File: src/logic/backend_pkg.sv
package backend_pkg;

	localparam int DATA_W = 32;

	typedef logic [DATA_W-1:0] data_t;
	typedef logic [4:0]        reg_addr_t;
	typedef logic [7:0]        pc_t;        // instruction index
	typedef logic [2:0]        op_t;
	typedef logic [1:0]        lvl_vec_t;   // bit 0 ex, bit 1 m1
	typedef logic [1:0]        issue_num_t; // 0, 1 or 2

	localparam op_t OP_ADD = 3'd0;
	localparam op_t OP_SUB = 3'd1;
	localparam op_t OP_AND = 3'd2;
	localparam op_t OP_OR  = 3'd3;
	localparam op_t OP_XOR = 3'd4;
	localparam op_t OP_SLT = 3'd5; // signed compare
	localparam op_t OP_MUL = 3'd6; // pipe 0 only
	localparam op_t OP_BEQ = 3'd7; // pipe 0 only

	typedef struct packed {
		pc_t       pc;
		op_t       op;
		reg_addr_t rd;
		reg_addr_t rs1;
		reg_addr_t rs2;
		pc_t       target; // absolute, beq only
	} inst_t;

	// one stage register as seen by the forwarding logic
	typedef struct packed {
		logic      valid;
		reg_addr_t rd;
		data_t     result;
		logic      revert; // this pipe holds the older one of the pair
		logic      busy;   // multiply still running
	} fwd_src_t;

	typedef struct packed {
		logic      valid;
		pc_t       pc;
		reg_addr_t rd;
		data_t     result;
		logic      revert; // this pipe holds the older one of the pair
	} commit_t;

	typedef struct packed {
		logic valid;
		pc_t  target;
	} redirect_t;

	// beq writes no register
	function automatic reg_addr_t wb_rd(inst_t inst);
		return (inst.op == OP_BEQ) ? reg_addr_t'(0) : inst.rd;
	endfunction

endpackage
File: src/logic/issue.sv
module issue
	import backend_pkg::*;
(
	input  inst_t [1:0] inst_i,
	input  logic  [1:0] inst_valid_i,
	input  logic        ex_stall_i,
	input  logic        clr_frontend_i,
	output logic  [1:0] issue_o,
	output logic        revert_o,
	output issue_num_t  issue_num_o
);

	logic [1:0] main_only; // needs pipe 0
	reg_addr_t  rd0;
	reg_addr_t  rd1;
	logic       raw_hazard;
	logic       waw_hazard;
	logic       both_main;
	logic       can_issue;

	always_comb begin
		for (int k = 0; k < 2; k++) begin
			main_only[k] = inst_i[k].op inside {OP_MUL, OP_BEQ};
		end
	end

	assign rd0 = wb_rd(inst_i[0]);
	assign rd1 = wb_rd(inst_i[1]);

	// inst 1 reads what inst 0 produces
	assign raw_hazard = (rd0 != '0) &&
		((inst_i[1].rs1 == rd0) || (inst_i[1].rs2 == rd0));

	// same destination would collide on the write ports
	assign waw_hazard = (rd0 != '0) && (rd1 == rd0);

	assign both_main = main_only[0] && main_only[1];

	assign can_issue = !ex_stall_i && !clr_frontend_i;

	assign issue_o[0] = can_issue && inst_valid_i[0];
	assign issue_o[1] = issue_o[0] && inst_valid_i[1] &&
		!raw_hazard && !waw_hazard && !both_main;

	// main-pipe-only inst 1 swaps the pair, inst 0 then runs in pipe 1
	assign revert_o = inst_valid_i[1] && main_only[1] && !main_only[0];

	assign issue_num_o = {issue_o[1], issue_o[0] & ~issue_o[1]};

endmodule

File: config.mk
export PLATFORM = sky130hd
export DESIGN_NAME = issue
export DESIGN_NICKNAME = d
export VERILOG_FILES = /design/src/logic/backend_pkg.sv /design/src/logic/issue.sv
export SDC_FILE = /design/constraint.sdc
export NUM_CORES = 1
export LEC_CHECK = 0
export BUFFER_PORTS_ARGS = -buffer_cell sky130_fd_sc_hd__buf_2
export CAP_MARGIN = 10
export CORE_MARGIN = 4
export CORE_UTILIZATION = 23
export DETAILED_ROUTE_END_ITERATION = 8
export PLACE_DENSITY = 0.87
export SYNTH_ARGS = -nofsm -noshare
export SYNTH_HDL_FRONTEND = slang
export SYNTH_SLANG_ARGS = --single-unit
File: constraint.sdc
create_clock -name vclk -period 1.9
set_clock_uncertainty 0.1 [all_clocks]
set_input_delay 0.38 -clock vclk [all_inputs]
set_output_delay 0.38 -clock vclk [all_outputs]
set_load 0.05 [all_outputs]
==> results of run 1 <==
## layout by cell type (no fill, tap or decap), drive strengths merged
cell type,synthesis,routed
nand3,3,3
clkbuf,0,1
and3,3,3
xnor2,5,5
a21oi,3,3
nand2b,1,1
nand2,2,2
nor3b,1,1
xor2,8,8
o21ai,2,2
nor2,5,5
nand4,2,2
and4bb,1,1
buf,2,42
o22ai,2,2
nor3,3,3
a21boi,1,1
nor4bb,1,1
a31oi,2,2
a31o,1,1
## power breakdown
group          internal (W)  switching, W
sequential                0             0
clock                     0             0
combinational     0.0000858     0.0000721
## cells in the mapped netlist, drive strengths merged
cell,n,share of area [%]
nand3,3,4.7
and3,3,5.9
a21boi,1,2.3
a31o,1,2.7
buf,2,3.9
o21ai,2,3.1
a31oi,2,3.9
nor4bb,1,3.1
nand2,2,2.3
nor3,3,4.7
nand2b,1,2.0
and4bb,1,3.9
nor3b,1,2.3
nor2,5,5.9
nand4,2,3.9
xor2,8,22
xnor2,5,14
o22ai,2,3.9
a21oi,3,5.9
## cells by family (layout without fill, tap and decap cells)
| family | count (synthesis) | count (layout) | synth area share (%) |
|---|---|---|---|
| and+or+nand+nor | 22 | 22 | 38.7 |
| xor gates and xnor gates | 13 | 13 | 35.5 |
| AOI/OAI and AO/OA | 11 | 11 | 21.9 |
| buffers and inverters | 2 | 43 | 3.91 |
## metrics by stage
step / power [W] / cells
floorplan: 0.0000647 / 48
global placement: 0.000123 / 104
detailed placement: 0.000128 / 104
CTS: 0.000150 / 104
global route: 0.000170 / 104
finish: 0.000158 / 104
## path summary, 6_finish.rpt
check / start / to / slack, ns / depth (start not counted)
setup / recovery: inst_i[20] / issue_num_o[1] / -0.1 / 7
hold / removal: clr_frontend_i / issue_o[0] / 1.00 / 3
## what timing repair did
| action | CTS | global route |
|---|---|---|
| setup endpoints to repair | 3 | 3 |
| hold endpoints to repair | 0 | 0 |
| hold buffers | 0 | 0 |
| buffers inserted | 0 | 0 |
| pin swaps | 9 | 7 |
| gates resized for setup | 28 | 7 |
## cell type report
| cell class | count | area share [%] |
|---|---|---|
| Multi-Input combinational cell | 46 | 52.8 |
| Tap cell | 15 | 2.62 |
| Timing Repair Buffer | 43 | 44.6 |
## tightest hold or removal path: cells and delay by family
family,cells,cell delay (ns)
buf+inv,2,0.30
simple gates,1,0.04
## layer usage
layer,GRT usage (%),vias to the layer above,wire [um]
li1,-,263,-
met1,14.7,226,489
met2,24.3,28,648
met3,1.20,5,114
met4,2.34,0,21
met5,0,-,0
==> impl_metrics.json, run 1 <==
{
  "outcome": "finished with violations",
  "violations": "negative setup slack",
  "fin_util_pct": 55.0,
  "ant_nets": 0,
  "post_drt_via_cell_ratio": 5.02,
  "nFillCells": 127,
  "max_slew_margin_pct": 83.4,
  "setup_violations": 3,
  "rsz0062_at_grt": "yes",
  "port_buffers": 35,
  "syn_nets": 120,
  "critPathLaunchType": "input port",
  "numSequentialCells": 0,
  "hold_slack_ns": 1.00,
  "multiInputGateArea_um2": 378,
  "drive_gt1_share_pct": 61.8,
  "core_area_mm2": 0.00130,
  "cp.required_ns": 1.42,
  "slew_violations": 0,
  "critical_path_class": "input port to primary output",
  "postLayoutCellArea_um2": 716,
  "antenna_found_initial": 0,
  "period_needed_ns": 2.00,
  "yosys_warnings": 0,
  "gp_congestion": 0.783,
  "regArea_um2": 0,
  "slowest_delay_ns": 0.29,
  "tightest_slew_ns": 0.250,
  "yosys.cell_types.count": 21,
  "placed_cell_area_um2": 582,
  "ioPinCount": 77,
  "rows": 13,
  "fp.dieArea_mm2": 0.00205,
  "cp_top_family": "simple AND/OR/NAND/NOR gates",
  "grt.overflow.total": 0,
  "drt_iter0_drc": 14,
  "critPathBufInv": 2,
  "tns_ns": -0.265,
  "first_pass_iters": 5,
  "syn-instance-count": 48,
  "nets": 163,
  "vias": 522,
  "routed_wl_um": 1270,
  "antenna_cells": 0,
  "cp_max_fo": 6,
  "crit_chain": "buf_12 > and4bb_2 > a31oi_1 > o21ai_1 > nand4_1 > and3_4 > buf_8",
  "syn_area_per_cell_um2": 6.67,
  "cp-end-kind": "primary output",
  "nClkBuffers": 0,
  "power_density_mw_per_mm2": 221,
  "fin_crit_sh_pct": 105,
  "grt_pass1_wl_um": 2060,
  "finalHoldViolCount": 0,
  "grt_max_degree": 7,
  "grt_pass1_vias": 541,
  "fp.dieW_um": 45.3,
  "die_y_um": 45.3,
  "dp_slack_ns": -0.210,
  "track_usage_pct": 12.6,
  "dpl.hpwl_um": 1000,
  "fmax_ghz": 0.500,
  "arrival_ns": 1.52,
  "start_util_pct": 24.6,
  "area_growth_pct": 123,
  "drcViolationCount": 0,
  "wire_per_inst_um": 12.2,
  "hold_path.class": "input port to primary output",
  "setup_slack_ns": -0.0982,
  "cap_violations": 0,
  "synth_area_um2": 320,
  "p_leak_nw": 0.340,
  "cp_slowest_cell": "and4bb_2",
  "ys_seq_area_share_pct": 0,
  "vdd_drop_max_uv": 92.6
}
Note: power is estimated with default switching activity, not from simulation.
==> run 2, diff against run 1 <==
- CAP_MARGIN: 10 -> not set
- SKIP_LAST_GASP: not set -> 1
==> run 2 against run 1 <==
Compared with the run above:
- the run still ends with negative setup slack left
- critical path depth unchanged
- total power decreased by 1.6%
- hold slack improved by 0.00093 ns
- non-clock buffer count stayed put
- maximum frequency grew 0.74%
- worst setup slack better by 0.015 ns
- die area unchanged
- global-route usage down 0.24 points
- critical endpoint unchanged
- largest power group unchanged
==> impl_metrics.json, run 2 (synthesized netlist as in run 1, its figures left out) <==
{
  "grt_pass1_wl_um": 2010,
  "vias": 501,
  "nFillCells": 131,
  "final_cell_mix": "26 x buf_2, 8 x xor2_1, 8 x buf_4",
  "ioPinCount": 77,
  "fp.dieW_um": 45.3,
  "cp.required_ns": 1.42,
  "antenna_found_initial": 0,
  "cp-startpoint": "inst_i[19]",
  "dpl.hpwl_um": 1000,
  "finalHoldViolCount": 0,
  "nClkBuffers": 0,
  "fin_total_pwr_w": 0.000155,
  "fin_crit_sh_pct": 104,
  "violations": "negative setup slack",
  "numSequentialCells": 0,
  "nets": 163,
  "drcViolationCount": 0,
  "grt_max_degree": 7,
  "fp.dieArea_mm2": 0.00205,
  "port_buffers": 35,
  "p_leak_nw": 0.337,
  "outcome": "finished with violations",
  "fin_util_pct": 54.4,
  "cp-end-kind": "primary output",
  "drive_gt1_share_pct": 61.8,
  "rsz0062_at_grt": "yes",
  "post_drt_via_cell_ratio": 4.82,
  "postLayoutCellArea_um2": 708,
  "fmax_ghz": 0.504,
  "ant_nets": 0,
  "die_y_um": 45.3,
  "critical_path_class": "input port to primary output",
  "core_area_mm2": 0.00130,
  "drt_iter0_drc": 0,
  "vdd_drop_max_uv": 92.9,
  "regArea_um2": 0,
  "grt.overflow.total": 0,
  "period_needed_ns": 1.98,
  "area_growth_pct": 121,
  "slew_violations": 0,
  "placed_cell_area_um2": 582,
  "first_pass_iters": 1,
  "track_usage_pct": 12.3,
  "mostFrequentLayoutCell": "buf_2",
  "routed_wl_um": 1230,
  "power_density_mw_per_mm2": 220,
  "hp-start": "clr_frontend_i",
  "max_slew_margin_pct": 83.4,
  "cp_max_fo": 4,
  "setup_slack_ns": -0.0836,
  "hold_path.class": "input port to primary output",
  "setup_violations": 3,
  "cts_setup_buffers": 0,
  "cap_violations": 0,
  "wire_per_inst_um": 11.8,
  "rows": 13,
  "critPathLaunchType": "input port",
  "start_util_pct": 24.6,
  "arrival_ns": 1.50,
  "tightest_slew_ns": 0.250,
  "grt_pass1_vias": 523,
  "gp_congestion": 0.783,
  "hold_slack_ns": 1.00,
  "antenna_cells": 0
}
-- run 2: layout make-up --
cell class,count,area (um2),share of cell area [%]
multi-input cells,46,378,53.4
well taps,15,18.8,2.65
repair buffers,43,312,44.0
-- run 2: worst paths after layout --
| kind | endpoint | slack [ns] | cells past startpoint |
|---|---|---|---|
| worst min-delay path | issue_o[0] | 1.00 | 3 |
| worst max-delay path | issue_num_o[1] | -0.08 | 7 |
-- run 2: critical path, cell delays in order --
cell     delay [ns]
buf_8          0.11
nor3_4         0.18
a21oi_2        0.09
a31o_1         0.23
a21oi_2        0.14
and3_4         0.23
buf_8          0.15
-- run 2: repair_timing --
action / CTS / global route
cloned: 0 / 0
endpoints found under the setup margin: 3 / 3
resized for setup: 25 / 11
hold buffers: 0 / 0
pin swaps: 9 / 8
-- run 2: per-layer routing --
layer  wire length, um  track usage (%)  vias to the layer above
li1                  -                -                      263
met1               496             14.7                      221
met2               637             24.9                       17
met3                90            0.797                        0
met4                 0                0                        0
met5                 0                0                        -
-- run 2: metrics by stage --
| step | setup TNS (ns) | setup slack (ns) | std cells |
|---|---|---|---|
| 3_5_place_dp | -0.616 | -0.210 | 104 |
| 5_1_grt | -0.430 | -0.153 | 104 |
| 3_3_place_gp | -0.523 | -0.183 | 104 |
| 2_1_floorplan | -0.293 | -0.147 | 48 |
| 6_report | -0.209 | -0.0836 | 104 |
| 4_1_cts | -0.217 | -0.0820 | 104 |
-- run 2: power by group --
| part | internal, W | leakage [nW] | switching, W |
|---|---|---|---|
| clock network | 0 | 0 | 0 |
| registers | 0 | 0 | 0 |
| logic | 0.0000843 | 0.337 | 0.0000712 |
| total | 0.0000843 | 0.337 | 0.0000712 |
==> run 3, diff against run 2 <==
- ABC_AREA: not set -> 1
- CORE_UTILIZATION: 23 -> 28
- PLACE_DENSITY: 0.87 -> 0.93
- SKIP_LAST_GASP: 1 -> not set
==> run 3 against run 2 <==
Compared with the run above:
- the run still ends with negative setup slack left
- sequential cell count unchanged
- hold slack gained 0.060 ns
- combinational power grew 17%
- synthesized area up 32%
- total power up 16%
- via count grew 31%
- largest cell class unchanged
- maximum frequency decreased by 5.5%
==> impl_metrics.json, run 3 <==
{
  "critical_path_class": "input port to primary output",
  "rsz0062_at_grt": "yes",
  "ioPinCount": 77,
  "yosys.cell_types.count": 18,
  "slew_violations": 0,
  "finalHoldViolCount": 0,
  "gp_congestion": 0.789,
  "cts_setup_buffers": 0,
  "tightest_slew_ns": 0.253,
  "max_slew_margin_pct": 83.3,
  "dpl.hpwl_um": 1190,
  "numSequentialCells": 0,
  "syn_area_per_cell_um2": 5.14,
  "synth_top_cell_by_area": "nand2_1",
  "slowest_delay_ns": 0.17,
  "synth_top_area_share_pct": 27.6,
  "regArea_um2": 0,
  "arrival_ns": 1.62,
  "ys_seq_area_share_pct": 0,
  "cp.required_ns": 1.42,
  "grt_pass1_vias": 640,
  "rows": 13,
  "syn-instance-count": 82,
  "ant_nets": 0,
  "fp.dieArea_mm2": 0.00219,
  "cp_top_family": "simple AND/OR/NAND/NOR gates",
  "die_y_um": 46.8,
  "routed_wl_um": 1460,
  "dp_slack_ns": -0.377,
  "crit_chain": "buf_6 > nand3_4 > buf_12 > nand2_8 > inv_4 > nand2_2 > nand2_1 > nor2_1 > nand3_1 > nand3_2 > nand2_2 > a21oi_4 > buf_6",
  "wire_per_inst_um": 10.5,
  "nClkBuffers": 0,
  "holdBufCountCts": 0,
  "cap_violations": 0,
  "fin_crit_sh_pct": 110,
  "yosys-top-cells-count": "31 x nand2_1, 10 x nand3_1, 9 x nor2_1",
  "p_leak_nw": 0.458,
  "antenna_cells": 0,
  "period_needed_ns": 2.10,
  "postLayoutCellArea_um2": 790,
  "vias": 654,
  "grt.overflow.total": 0,
  "outcome": "finished with violations",
  "nets": 197,
  "area_growth_pct": 87.2,
  "synth_area_um2": 422,
  "post_drt_via_cell_ratio": 4.74,
  "critPathCapture": "issue_num_o[0]",
  "cp_slowest_cell": "buf_12",
  "mostFrequentLayoutCell": "buf_2",
  "synthTopCellsByArea": "nand2_1 28%, nand3_1 12%, nand3b_1 8.9%",
  "grt_pass1_wl_um": 2390,
  "violations": "negative setup slack",
  "antenna_found_initial": 0,
  "syn_nets": 154,
  "placed_cell_area_um2": 701,
  "cp_max_fo": 7,
  "drcViolationCount": 0,
  "port_buffers": 35,
  "yosys_warnings": 0,
  "first_pass_iters": 4,
  "setup_slack_ns": -0.199,
  "critPathBufInv": 4,
  "power_density_mw_per_mm2": 229,
  "fin_util_pct": 57.8,
  "core_area_mm2": 0.00137,
  "grt_max_degree": 10,
  "cp_num_cells": 13,
  "vdd_drop_max_uv": 116,
  "track_usage_pct": 13.9,
  "fin_total_pwr_w": 0.000181,
  "cp-end-kind": "primary output",
  "hold_path.class": "input port to primary output",
  "setup_violations": 3,
  "drt_iter0_drc": 5,
  "yosysMostFrequentCell": "nand2_1",
  "hold_slack_ns": 1.06,
  "cp-startpoint": "inst_i[23]",
  "final_cell_mix": "29 x buf_2, 27 x nand2_1, 8 x nand3_1",
  "fmax_ghz": 0.476,
  "drive_gt1_share_pct": 51.2,
  "start_util_pct": 30.9,
  "fp.dieW_um": 46.8,
  "critPathLaunchType": "input port"
}
## run 3: report_power, final
group | switching (W) | internal [W] | total (W)
Clock | 0 | 0 | 0
Combinational | 0.0000979 | 0.0000829 | 0.000181
Sequential | 0 | 0 | 0
Total | 0.0000979 | 0.0000829 | 0.000181
## run 3: layout make-up
type               instances  area [um2]
fillers                  155         577
inverters                  9        38.8
multi-input cells         71         443
well taps                 15        18.8
repair buffers            43         289
## run 3: metal layers
layer	share of wire, %	global-route usage, %
met5	0	0
met4	0	0
met3	10	1.15
met2	53	28.2
met1	37	16.6
## run 3: how the worst min path moves through the flow
| stage | from | endpoint | slack (ns) | depth (start not counted) |
|---|---|---|---|---|
| after floorplan | inst_valid_i[1] | revert_o | 0.88 | 2 |
| after global placement | inst_valid_i[1] | revert_o | 1.04 | 4 |
| after detailed placement | inst_valid_i[1] | revert_o | 1.07 | 4 |
| after CTS | inst_valid_i[1] | revert_o | 1.07 | 4 |
| after global routing | inst_valid_i[1] | revert_o | 1.09 | 4 |
| final | inst_valid_i[1] | revert_o | 1.06 | 4 |
## run 3: logic make-up after synthesis
logic type | share of synthesized area (%)
AND/OR/NAND/NOR | 74.5
XOR/XNOR | 6.23
buffers and inverters | 12.5
AO/OA/AOI/OAI | 6.82
## run 3: timing repair
action                                  4_1_cts  5_1_grt
pin swaps                                     9        3
endpoints found under the setup margin        3        3
gates resized for setup                      17        7
## run 3: through the flow
| step | setup TNS [ns] | instances |
|---|---|---|
| floorplan | -0.262 | 82 |
| global placement | -0.905 | 138 |
| detailed placement | -0.982 | 138 |
| CTS | -0.624 | 138 |
| global route | -0.808 | 138 |
| finish | -0.519 | 138 |
