<file path="src/logic/backend_pkg.sv">
package backend_pkg;

	localparam int DATA_W = 32;

	typedef logic [DATA_W-1:0] data_t;
	typedef logic [4:0]        reg_addr_t;
	typedef logic [7:0]        pc_t;        // instruction index
	typedef logic [2:0]        op_t;
	typedef logic [1:0]        lvl_vec_t;   // bit 0 ex, bit 1 m1
	typedef logic [1:0]        issue_num_t; // 0, 1 or 2

	localparam op_t OP_ADD = 3'd0;
	localparam op_t OP_SUB = 3'd1;
	localparam op_t OP_AND = 3'd2;
	localparam op_t OP_OR  = 3'd3;
	localparam op_t OP_XOR = 3'd4;
	localparam op_t OP_SLT = 3'd5; // signed compare
	localparam op_t OP_MUL = 3'd6; // pipe 0 only
	localparam op_t OP_BEQ = 3'd7; // pipe 0 only

	typedef struct packed {
		pc_t       pc;
		op_t       op;
		reg_addr_t rd;
		reg_addr_t rs1;
		reg_addr_t rs2;
		pc_t       target; // absolute, beq only
	} inst_t;

	// one stage register as seen by the forwarding logic
	typedef struct packed {
		logic      valid;
		reg_addr_t rd;
		data_t     result;
		logic      revert; // this pipe holds the older one of the pair
		logic      busy;   // multiply still running
	} fwd_src_t;

	typedef struct packed {
		logic      valid;
		pc_t       pc;
		reg_addr_t rd;
		data_t     result;
		logic      revert; // this pipe holds the older one of the pair
	} commit_t;

	typedef struct packed {
		logic valid;
		pc_t  target;
	} redirect_t;

	// beq writes no register
	function automatic reg_addr_t wb_rd(inst_t inst);
		return (inst.op == OP_BEQ) ? reg_addr_t'(0) : inst.rd;
	endfunction

endpackage
</file>
<file path="src/logic/backend_pipeline.sv">
module backend_pipeline
	import backend_pkg::*;
#(
	parameter bit MAIN_PIPE  = 1'b0,
	parameter int MUL_CYCLES = 3
) (
	input  logic                clk,
	input  logic                arst_n_i,
	input  logic                issue_i,
	input  inst_t               inst_i,
	input  logic                revert_i,
	input  lvl_vec_t            stall_i,
	input  lvl_vec_t            clr_i,
	input  fwd_src_t  [3:0]     fwd_src_i,  // m1 p0, m1 p1, m2 p0, m2 p1
	output fwd_src_t            m1_src_o,
	output fwd_src_t            m2_src_o,
	output reg_addr_t [1:0]     r_addr_o,
	input  data_t     [1:0]     r_data_i,
	output lvl_vec_t            stall_req_o,
	output lvl_vec_t            clr_req_o,
	output logic                ex_revert_o, // ex pair swapped
	output redirect_t           redirect_o,
	output commit_t             commit_o
);

	typedef struct packed {
		inst_t inst;
		logic  older;
	} ex_reg_t;

	typedef struct packed {
		pc_t       pc;
		op_t       op;
		reg_addr_t rd;
		data_t     a;
		data_t     b;
		data_t     result;
		logic      older;
	} m1_reg_t;

	typedef struct packed {
		pc_t       pc;
		reg_addr_t rd;
		data_t     result;
		logic      older;
	} m2_reg_t;

	logic            ex_valid_q;
	logic            m1_valid_q;
	logic            m2_valid_q;
	ex_reg_t         ex_q;
	m1_reg_t         m1_q;
	m2_reg_t         m2_q;
	logic            older_in;
	fwd_src_t [1:0]  opnd;       // operand value plus busy flag
	data_t           ex_result;
	data_t           m1_result;
	logic            ex_stall_req;
	logic            m1_stall_req;
	logic            br_taken;

	// the youngest match in program order wins
	// priority rises from m2 older to m1 younger
	function automatic fwd_src_t fwd_pick(reg_addr_t addr, data_t rf_data,
			fwd_src_t [3:0] srcs);
		fwd_src_t pick;
		fwd_src_t s;
		pick = '0;
		pick.result = rf_data;
		for (int lvl = 1; lvl >= 0; lvl--) begin
			for (int young = 0; young < 2; young++) begin
				for (int p = 0; p < 2; p++) begin
					s = srcs[2 * lvl + p];
					if (s.valid && s.rd != '0 && s.rd == addr && s.revert != young[0]) begin
						pick = s;
					end
				end
			end
		end
		return pick;
	endfunction

	assign older_in    = MAIN_PIPE ? !revert_i : revert_i;
	assign ex_revert_o = MAIN_PIPE ? !ex_q.older : ex_q.older;

	assign r_addr_o[0] = ex_q.inst.rs1;
	assign r_addr_o[1] = ex_q.inst.rs2;

	assign opnd[0] = fwd_pick(ex_q.inst.rs1, r_data_i[0], fwd_src_i);
	assign opnd[1] = fwd_pick(ex_q.inst.rs2, r_data_i[1], fwd_src_i);

	assign ex_stall_req = ex_valid_q && (opnd[0].busy || opnd[1].busy); // wait on multiply

	always_comb begin
		case (ex_q.inst.op)
			OP_ADD:  ex_result = opnd[0].result + opnd[1].result;
			OP_SUB:  ex_result = opnd[0].result - opnd[1].result;
			OP_AND:  ex_result = opnd[0].result & opnd[1].result;
			OP_OR:   ex_result = opnd[0].result | opnd[1].result;
			OP_XOR:  ex_result = opnd[0].result ^ opnd[1].result;
			OP_SLT:  ex_result = data_t'($signed(opnd[0].result) < $signed(opnd[1].result));
			default: ex_result = '0; // mul finishes in m1
		endcase
	end

	always_ff @(posedge clk or negedge arst_n_i) begin
		if (!arst_n_i) begin
			ex_valid_q <= 1'b0;
			m1_valid_q <= 1'b0;
			m2_valid_q <= 1'b0;
		end else begin
			if (!stall_i[0]) begin
				ex_valid_q <= issue_i;
			end else if (clr_i[0]) begin
				ex_valid_q <= 1'b0;
			end
			if (!stall_i[1]) begin
				m1_valid_q <= ex_valid_q && !stall_i[0] && !clr_i[0]; // bubble behind a stall
			end else if (clr_i[1]) begin
				m1_valid_q <= 1'b0;
			end
			m2_valid_q <= m1_valid_q && !stall_i[1] && !clr_i[1];
		end
	end

	always_ff @(posedge clk) begin
		if (!stall_i[0]) begin
			ex_q <= '{inst: inst_i, older: older_in};
		end
		if (!stall_i[1]) begin
			m1_q <= '{pc: ex_q.inst.pc, op: ex_q.inst.op, rd: wb_rd(ex_q.inst),
				a: opnd[0].result, b: opnd[1].result, result: ex_result, older: ex_q.older};
		end
		m2_q <= '{pc: m1_q.pc, rd: m1_q.rd, result: m1_result, older: m1_q.older};
	end

	if (MAIN_PIPE) begin : g_main
		localparam int CNT_W = $clog2(MUL_CYCLES + 1);

		typedef enum logic {mul_idle, mul_busy} mul_state_e;

		mul_state_e       state_q, state_d;
		logic [CNT_W-1:0] cnt_q; // cycles spent in m1
		logic             m1_is_mul;

		assign m1_is_mul = m1_valid_q && m1_q.op == OP_MUL;
		assign m1_result = (m1_q.op == OP_MUL) ? m1_q.a * m1_q.b : m1_q.result;

		// branch resolves only once its operands are final
		assign br_taken = ex_valid_q && ex_q.inst.op == OP_BEQ &&
			opnd[0].result == opnd[1].result && !stall_i[0];

		always_comb begin
			state_d = state_q;
			m1_stall_req = 1'b0;
			case (state_q)
				mul_idle: begin
					if (m1_is_mul && MUL_CYCLES > 1) begin
						state_d = mul_busy;
						m1_stall_req = 1'b1;
					end
				end
				mul_busy: begin
					if (!m1_is_mul || cnt_q == CNT_W'(MUL_CYCLES - 1)) begin
						state_d = mul_idle; // product leaves m1 on the last cycle
					end else begin
						m1_stall_req = 1'b1;
					end
				end
				default: state_d = mul_idle;
			endcase
		end

		always_ff @(posedge clk or negedge arst_n_i) begin
			if (!arst_n_i) begin
				state_q <= mul_idle;
				cnt_q <= '0;
			end else begin
				state_q <= state_d;
				cnt_q <= (state_q == mul_idle) ? CNT_W'(1) : cnt_q + 1'b1;
			end
		end
	end else begin : g_simple
		assign m1_result    = m1_q.result;
		assign m1_stall_req = 1'b0;
		assign br_taken     = 1'b0;
	end

	assign stall_req_o = {m1_stall_req, ex_stall_req};
	assign clr_req_o   = {1'b0, br_taken};
	assign redirect_o  = '{valid: br_taken, target: ex_q.inst.target};

	assign m1_src_o = '{valid: m1_valid_q, rd: m1_q.rd, result: m1_result,
		revert: m1_q.older, busy: m1_stall_req};
	assign m2_src_o = '{valid: m2_valid_q, rd: m2_q.rd, result: m2_q.result,
		revert: m2_q.older, busy: 1'b0};
	assign commit_o = '{valid: m2_valid_q, pc: m2_q.pc, rd: m2_q.rd,
		result: m2_q.result, revert: m2_q.older};

endmodule

</file>
<file path="config.mk">
export PLATFORM = sky130hd
export DESIGN_NAME = backend_pipeline
export DESIGN_NICKNAME = d
export VERILOG_FILES = /design/src/logic/backend_pkg.sv /design/src/logic/backend_pipeline.sv
export SDC_FILE = /design/constraint.sdc
export NUM_CORES = 1
export LEC_CHECK = 0
export BUFFER_PORTS_ARGS = -buffer_cell sky130_fd_sc_hd__buf_2
export CORE_MARGIN = 1
export CORE_UTILIZATION = 39
export DETAILED_ROUTE_END_ITERATION = 10
export PLACE_DENSITY = 0.62
export SLEW_MARGIN = 5
export SYNTH_ARGS = -nofsm -noshare
export SYNTH_HDL_FRONTEND = slang
export SYNTH_SLANG_ARGS = --single-unit
export TNS_END_PERCENT = 5
</file>
<file path="constraint.sdc">
create_clock -name clk -period 15.9 [get_ports clk]
set_input_delay 1.59 -clock clk [delete_from_list [all_inputs] [get_ports clk]]
set_output_delay 1.59 -clock clk [all_outputs]
set_load 0.05 [all_outputs]
</file>
==> results of run 1 <==
final timing paths:
check | to | cells after the start
worst min-delay path | commit_o[39]$_DFF_P_ | 0
worst max register to register | m1_result[28]$_DFFE_PN_ | 21
max in group asynchronous | ex_valid_q$_DFFE_PN0P_ | 1
worst max-delay path | m1_result[28]$_DFFE_PN_ | 22
worst min register to register | commit_o[39]$_DFF_P_ | 0
min in group asynchronous | m2_valid_q$_DFF_PN0_ | 1
through the flow:
stage          worst slack (ps)  hold slack, ps
4_1_cts                    8620             343
6_report                   8560             342
3_5_place_dp               8170             329
2_1_floorplan              9610             323
5_1_grt                    8050             348
3_3_place_gp               8380             325
cell type report:
cell class	count	area (µm²)	share of cell area (%)
tap	442	553	3.62
clock buffer	23	512	3.35
sequential	130	3430	22.5
clock inverter	9	68.8	0.451
antenna	4	10.0	0.0656
inverter	78	293	1.92
timing repair buffer	435	2240	14.7
multi-input combinational	1243	8150	53.4
layout by cell type, fill, tap and decap left out, drive strengths merged, types with 56 or more instances in the layout:
cell and count:
buf 435, nand2 167, nor2 152, o21ai 137, a21oi 107, ha 102, edfxtp 81, inv 79
o221ai 67, nor3 56
flip-flops by register name, summed over array words and instances, names as in the netlist, 6 cells and up:
register	cells
m1_src_o	6
m1_q	8
m1_result	32
ex_q	16
commit_o	46
r_addr_o	10
redirect_o	8
power by group through the flow:
stage                     sequential, mW  combinational (mW)  clock (mW)
after floorplan                    0.480               0.524           0
after global placement             0.431               0.743           0
after detailed placement           0.433               0.743           0
after CTS                          0.426               0.746       0.395
after global routing               0.431               0.812       0.410
final                              0.425               0.758       0.386
metal layers:
layer	up-vias	GRT usage [%]	wire length [µm]
li1	6518	-	-
met1	6468	39.7	22500
met2	725	47.2	23500
met3	72	6.92	4560
met4	4	9.29	1410
met5	-	0	27
kinds of logic after synthesis:
family / count (synthesis) / share of synthesized area, %
AO/OA/AOI/OAI: 601 / 31.6
XOR/XNOR: 52 / 3.48
adder cells (fa/ha/maj): 104 / 10.0
buffers and inverters: 303 / 12.0
flip-flops: 130 / 26.2
multiplexers: 7 / 0.573
other: 1 / 0.0286
AND/OR/NAND/NOR: 473 / 16.1
worst register-to-register path, delay by kind of cell, from the launching register on:
| family | cells | cell delay, ps |
|---|---|---|
| adder cells (fa/ha/maj) | 2 | 630 |
| AO/OA/AOI/OAI | 11 | 2980 |
| flip-flops | 1 | 540 |
| buffers and inverters | 3 | 890 |
| XOR/XNOR | 1 | 230 |
| AND/OR/NAND/NOR | 4 | 1120 |
==> key figures, run 1 <==
Clocking
  • Resize count post-CTS: 0
  • Hold_buf cts: 0
  • CTS buffer count: 17
  • # Post-CTS Setup Buffers: 0
  • H-tree Lvls: 4
  • Later-pin clock latency in the skew report: 440 ps
  • Clk sinks: 130
  • Longest Clk Path Bufs: 2
  • Root Driver: clkbuf_16
  • Clock Pin Slew Worst Setup and Hold Paths: 60 ps
  • CTS tree: yes

Power
  • Leak: 6.56 nW
  • Comb pwr share: 48.3%
  • Seq pwr share: 27.1%
  • Sw frac: 44.6%
  • Internal Power: 0.870 mW
  • Maximum VDD drop: 80.0 µV
  • Clock share of power: 24.6%
  • Design Power: 1.57 mW
  • Net switching power: 0.699 mW
  • Power per cell area: 103 nW/µm²

Global routing
  • Gr ovfl total: 0
  • Vias in the first global route: 12,700
  • Global-route wire length before repair: 76,800 µm
  • Tot GR Track Use: 29.8%
  • Largest net degree at the start of global routing: 93
  • Initial antenna violation count: 6

Layout
  • P&R area growth vs syn: 16.5%
  • Final nets: 2,275
  • Final std cells w/o fill: 2,364
  • Layout cell share with drive strength beyond 1: 27.6%
  • FILL cells: 3,343
  • Post-layout util: 46.5%
  • Post-layout instance area: 15,300 µm²

Placed design
  • Post-Place Cells: 2,328
  • Placement Cell Area: 14,700 µm²
  • Detailed placement HPWL: 40,300 µm
  • GPL Wtd Cong: 0.961
  • Port Buffer Count: 410

Hold path
  • Type of the worst min-delay path: reg2reg
  • HP Start: m1_q[106]$_DFFE_PN_

Timing
  • Final Cycle Share: 46.2%
  • # setup viols final: 0
  • Total Negative Setup Slacks: 0 ps
  • Fmax: 136 MHz
  • Clock Skew: 18.6 ps
  • Slew @ Worst Pin: 1150 ps
  • Fin crit period: 7340 ps
  • Hold violation count in the final report: 0
  • Slew Limit Fails: 0
  • RSZ-0062 raised after global routing: false
  • Slew margin rel.: 22.8%

Floorplan
  • Core Region: 32,800 µm²
  • Top-level port count: 417
  • Initial core utilization: 40.0%
  • Die Ht: 185 µm
  • Die footprint: 34,300 µm²
  • Row cnt: 66
  • Chip width: 185 µm

Critical path
  • WP data arrival: 7500 ps
  • CP startpoint kind: primary input
  • Crit-path leading delay family: compound AO/OA/AOI/OAI gates
  • Crit path max fanout: 63
  • Reg2reg start: r_addr_o[0]$_DFFE_PN_
  • Setup crit start: fwd_src_i[74]
  • Cell Chain, Critical Path: buf_2, xnor2_1, nand3_1, nor4_2, and2_2, buf_4, a21boi_2, buf_4, a2bb2oi_1, o21a_1, ha_1, inv_1, fa_1, nor2b_1, o21ai_0, a211oi_2, o31ai_1, a31oi_4, a41oi_2, o21ai_0, o21ai_0, o211ai_1
  • Critical path type: in2reg
  • Buffers plus inverters on the worst setup path: 4
  • Cell mode on critical path: o21ai_0
  • Worst setup EP type: flop
  • Critical path's slowest cell: nor4_2
  • Max stage delay on crit path: 610 ps
  • FF-to-FF setup slack: 9210 ps
  • Required @ worst endpoint: 16,060 ps

Routing
  • Initial DRC count: 1,503
  • Via count: 13,800
  • Antenna Nets Post-Route: 0
  • Vias per inst: 5.83
  • DRC viols: 0
  • Pre-antenna DRT Iters: 5
  • Final Routed Wirelength: 51,900 µm
  • DR WL/cell: 22.0 µm

Synthesis
  • Area leader, netlist: edfxtp_1
  • Warnings, synthesis: 0
  • Top-count cell post-synth: nand2_1
  • Post-synth EDFFs: 81
  • Synth area leaders: edfxtp_1 19%, ha_1 9.7%, dfxtp_1 7.0%
  • Most common library cells after synthesis: 166 x nand2_1, 152 x nor2_1, 107 x a21oi_1
  • Yosys top cell area share: 18.6%
  • Asr flop ratio synth: 2.31%
  • Unique masters post-synth: 87
  • Gate Count Post-Synth: 1,671
  • Syn avg cell area: 7.84 µm²
  • Yosys reg bits: 130
  • Seq/Total Area, Yosys: 26.2%
  • Main synth FF type: edfxtp_1
  • Cell area after synthesis: 13,100 µm²

Outcome
  • Outcome: complete, no violations

Flow run
  • Max Cap Viol: 0
(Power assumes the default switching activity.)
==> run 2: changes to the inputs <==
- ABC_AREA: unset -> 1
- clock period: 15.9 -> 6.5 ns (I/O delays scaled with it)
==> key figures, run 2 <==
Clocking
  • CTS buffer count: 17
  • Later-pin clock latency in the skew report: 490 ps
  • H-tree Lvls: 4
  • Root Driver: clkbuf_16
  • Resize count post-CTS: 0
  • Clock Pin Slew Worst Setup and Hold Paths: 70 ps
  • Longest Clk Path Bufs: 2
  • CTS tree: yes
  • Clk sinks: 130

Critical path
  • Worst reg-to-reg path cell count: 26
  • Critical path's slowest cell: o21ai_0
  • R2r endpoint: m1_result[31]$_DFFE_PN_
  • Cell mode on critical path: nand2_1
  • FF-to-FF setup slack: 1250 ps
  • Crit path max fanout: 34
  • Worst setup EP type: flop
  • CP startpoint kind: flop
  • Max stage delay on crit path: 790 ps
  • Buffers plus inverters on the worst setup path: 5
  • WP depth: 26
  • Reg2reg start: r_addr_o[7]$_DFFE_PN_
  • Crit-path leading delay family: simple AND/OR/NAND/NOR gates
  • Required @ worst endpoint: 6710 ps
  • Critical path type: reg2reg
  • WP data arrival: 5460 ps

Synthesis
  • Warnings, synthesis: 0
  • Asr flop ratio synth: 2.31%
  • Simple-gate area share of the yosys netlist: 34.1%
  • Yosys reg bits: 130
  • Post-synth EDFFs: 81
  • Mux contribution to synthesized area: 0%
  • Top-count cell post-synth: nand2_1
  • Largest family of logic cells by synthesized area: simple AND/OR/NAND/NOR gates
  • Area leader, netlist: nand2_1
  • Synth Area in XOR/XNOR: 2.31%
  • Unique masters post-synth: 49
  • Cell area after synthesis: 16,000 µm²
  • Synth area leaders: nand2_1 22%, edfxtp_1 15%, inv_1 9.8%
  • Main synth FF type: edfxtp_1
  • Adder-cell share of the synthesized area: 8.25%
  • Yosys top cell area share: 22.5%
  • Most common library cells after synthesis: 955 x nand2_1, 416 x inv_1, 177 x a21oi_1
  • Gate Count Post-Synth: 2,722
  • Post-synthesis compound-gate area fraction: 15.2%
  • Seq/Total Area, Yosys: 21.5%
  • Syn avg cell area: 5.86 µm²

Power
  • Leak: 10.1 nW
  • Maximum VDD drop: 316 µV
  • Power per cell area: 220 nW/µm²
  • Design Power: 4.01 mW

Hold path
  • Worst hold endpoint: r_addr_o[2]$_DFFE_PN_
  • HP Start: inst_i[15]
  • Type of the worst min-delay path: in2reg
  • Worst Hold Depth: 1

Global routing
  • Gr ovfl total: 0
  • Initial antenna violation count: 14
  • Global-route wire length before repair: 103,000 µm
  • Tot GR Track Use: 33.0%
  • Vias in the first global route: 17,300
  • Largest net degree at the start of global routing: 51

Timing
  • Clock Skew: 16.4 ps
  • Total Negative Setup Slacks: 0 ps
  • Slew margin rel.: 32.9%
  • Hold violation count in the final report: 0
  • # setup viols final: 0
  • Slew @ Worst Pin: 1010 ps
  • Minimum hold slack: 335 ps
  • Fmax: 190 MHz
  • RSZ-0062 raised after global routing: false
  • Slew Limit Fails: 0
  • Fin crit period: 5250 ps
  • Final Cycle Share: 80.8%

Layout
  • Layout cell share with drive strength beyond 1: 17.3%
  • Seq. cell area: 3430 µm²
  • Most frequent cells in the layout: 955 x nand2_1, 415 x inv_1, 410 x buf_2, 177 x a21oi_1, 161 x o21ai_0
  • Final nets: 3,340
  • P&R area growth vs syn: 14.2%
  • Multi-input gate area: 9610 µm²
  • FILL cells: 4,405
  • Commonest non-fill, non-tap cell in the layout: nand2_1
  • Max FFs per register: 46

Flow run
  • Max Cap Viol: 0

Routing
  • Initial DRC count: 1,668
  • Vias per inst: 5.16
  • Final Routed Wirelength: 69,200 µm
  • DRC viols: 0
  • Antenna Nets Post-Route: 0
  • Via count: 18,200
  • DR WL/cell: 19.7 µm
  • Pre-antenna DRT Iters: 8

Placed design
  • Port Buffer Count: 410
  • GPL Wtd Cong: 0.973
  • Detailed placement HPWL: 56,800 µm

Floorplan
  • Row cnt: 73
  • Chip width: 204 µm
  • Die footprint: 41,700 µm²
  • Die Ht: 204 µm
  • Top-level port count: 417
  • Core Region: 40,000 µm²
  • Initial core utilization: 39.9%

Outcome
  • Outcome: complete, no violations
-- run 2: cell types whose count changed after synthesis, moves of 56 or more --
cell / previous run / this run
a21oi_1: 107 / 177
inv_1: 44 / 416
nand2_1: 166 / 955
nand3_1: 17 / 161
o21ai_0: 79 / 161
o221ai_1: 67 / 11
-- run 2: where the power goes --
part	internal, mW	switching, mW	total (mW)	leakage [nW]
Clock	0.535	0.440	0.975	0.279
Combinational	0.533	1.46	2.00	8.55
Sequential	0.986	0.0559	1.04	1.24
-- run 2: final cells by class --
type,instances,share of cell area (%)
Multi-Input combinational cell,1949,52.7
Sequential cell,130,18.8
Timing Repair Buffer,443,12.7
Inverter,429,8.84
Tap cell,525,3.60
Clock buffer,17,2.33
Clock inverter,15,0.831
Antenna cell,11,0.151
-- run 2: kinds of logic (layout without fill, tap and decap cells) --
kind of cell / Yosys count / in the layout
compound gates: 454 / 454
xor+xnor: 42 / 42
fa+ha+maj: 104 / 104
buf+inv: 648 / 904
flops: 130 / 130
other cells: 1 / 17
simple gates: 1343 / 1343
-- run 2: worst max path at each step --
stage / endpoint / from / slack [ps]
floorplan: m1_result[26]$_DFFE_PN_ / fwd_src_i[114] / 2610
global placement: m1_result[31]$_DFFE_PN_ / fwd_src_i[76] / 1210
detailed placement: m1_result[23]$_DFFE_PN_ / fwd_src_i[74] / 1240
CTS: m1_result[23]$_DFFE_PN_ / r_addr_o[7]$_DFFE_PN_ / 1370
global route: m1_result[31]$_DFFE_PN_ / r_addr_o[9]$_DFFE_PN_ / 910
finish: m1_result[31]$_DFFE_PN_ / r_addr_o[7]$_DFFE_PN_ / 1250
-- run 2: stage by stage --
stage	cell area (µm²)	setup WS, ps	cells	utilization, %
2_1_floorplan	16000	2610	2727	-
3_3_place_gp	17600	1210	3475	44.0
3_5_place_dp	17600	1240	3475	44.0
4_1_cts	18200	1370	3508	45.5
5_1_grt	18200	907	3516	45.5
6_report	18200	1250	3519	45.6
-- run 2: what timing repair did --
action | CTS | global route
hold buffers | 1 | 0
endpoints found under the hold margin | 3 | 0
setup buffers | 0 | 0
setup endpoints to repair | 0 | 0
-- run 2: layer usage --
metal	up-vias	routed length [µm]	global-route usage [%]	part of all wire, %
met5	-	52	0	0.075
met4	8	2100	13.3	3.0
met3	110	5500	6.03	7.9
met2	815	32400	54.2	47
met1	8275	29200	42.4	42
li1	8946	-	-	-
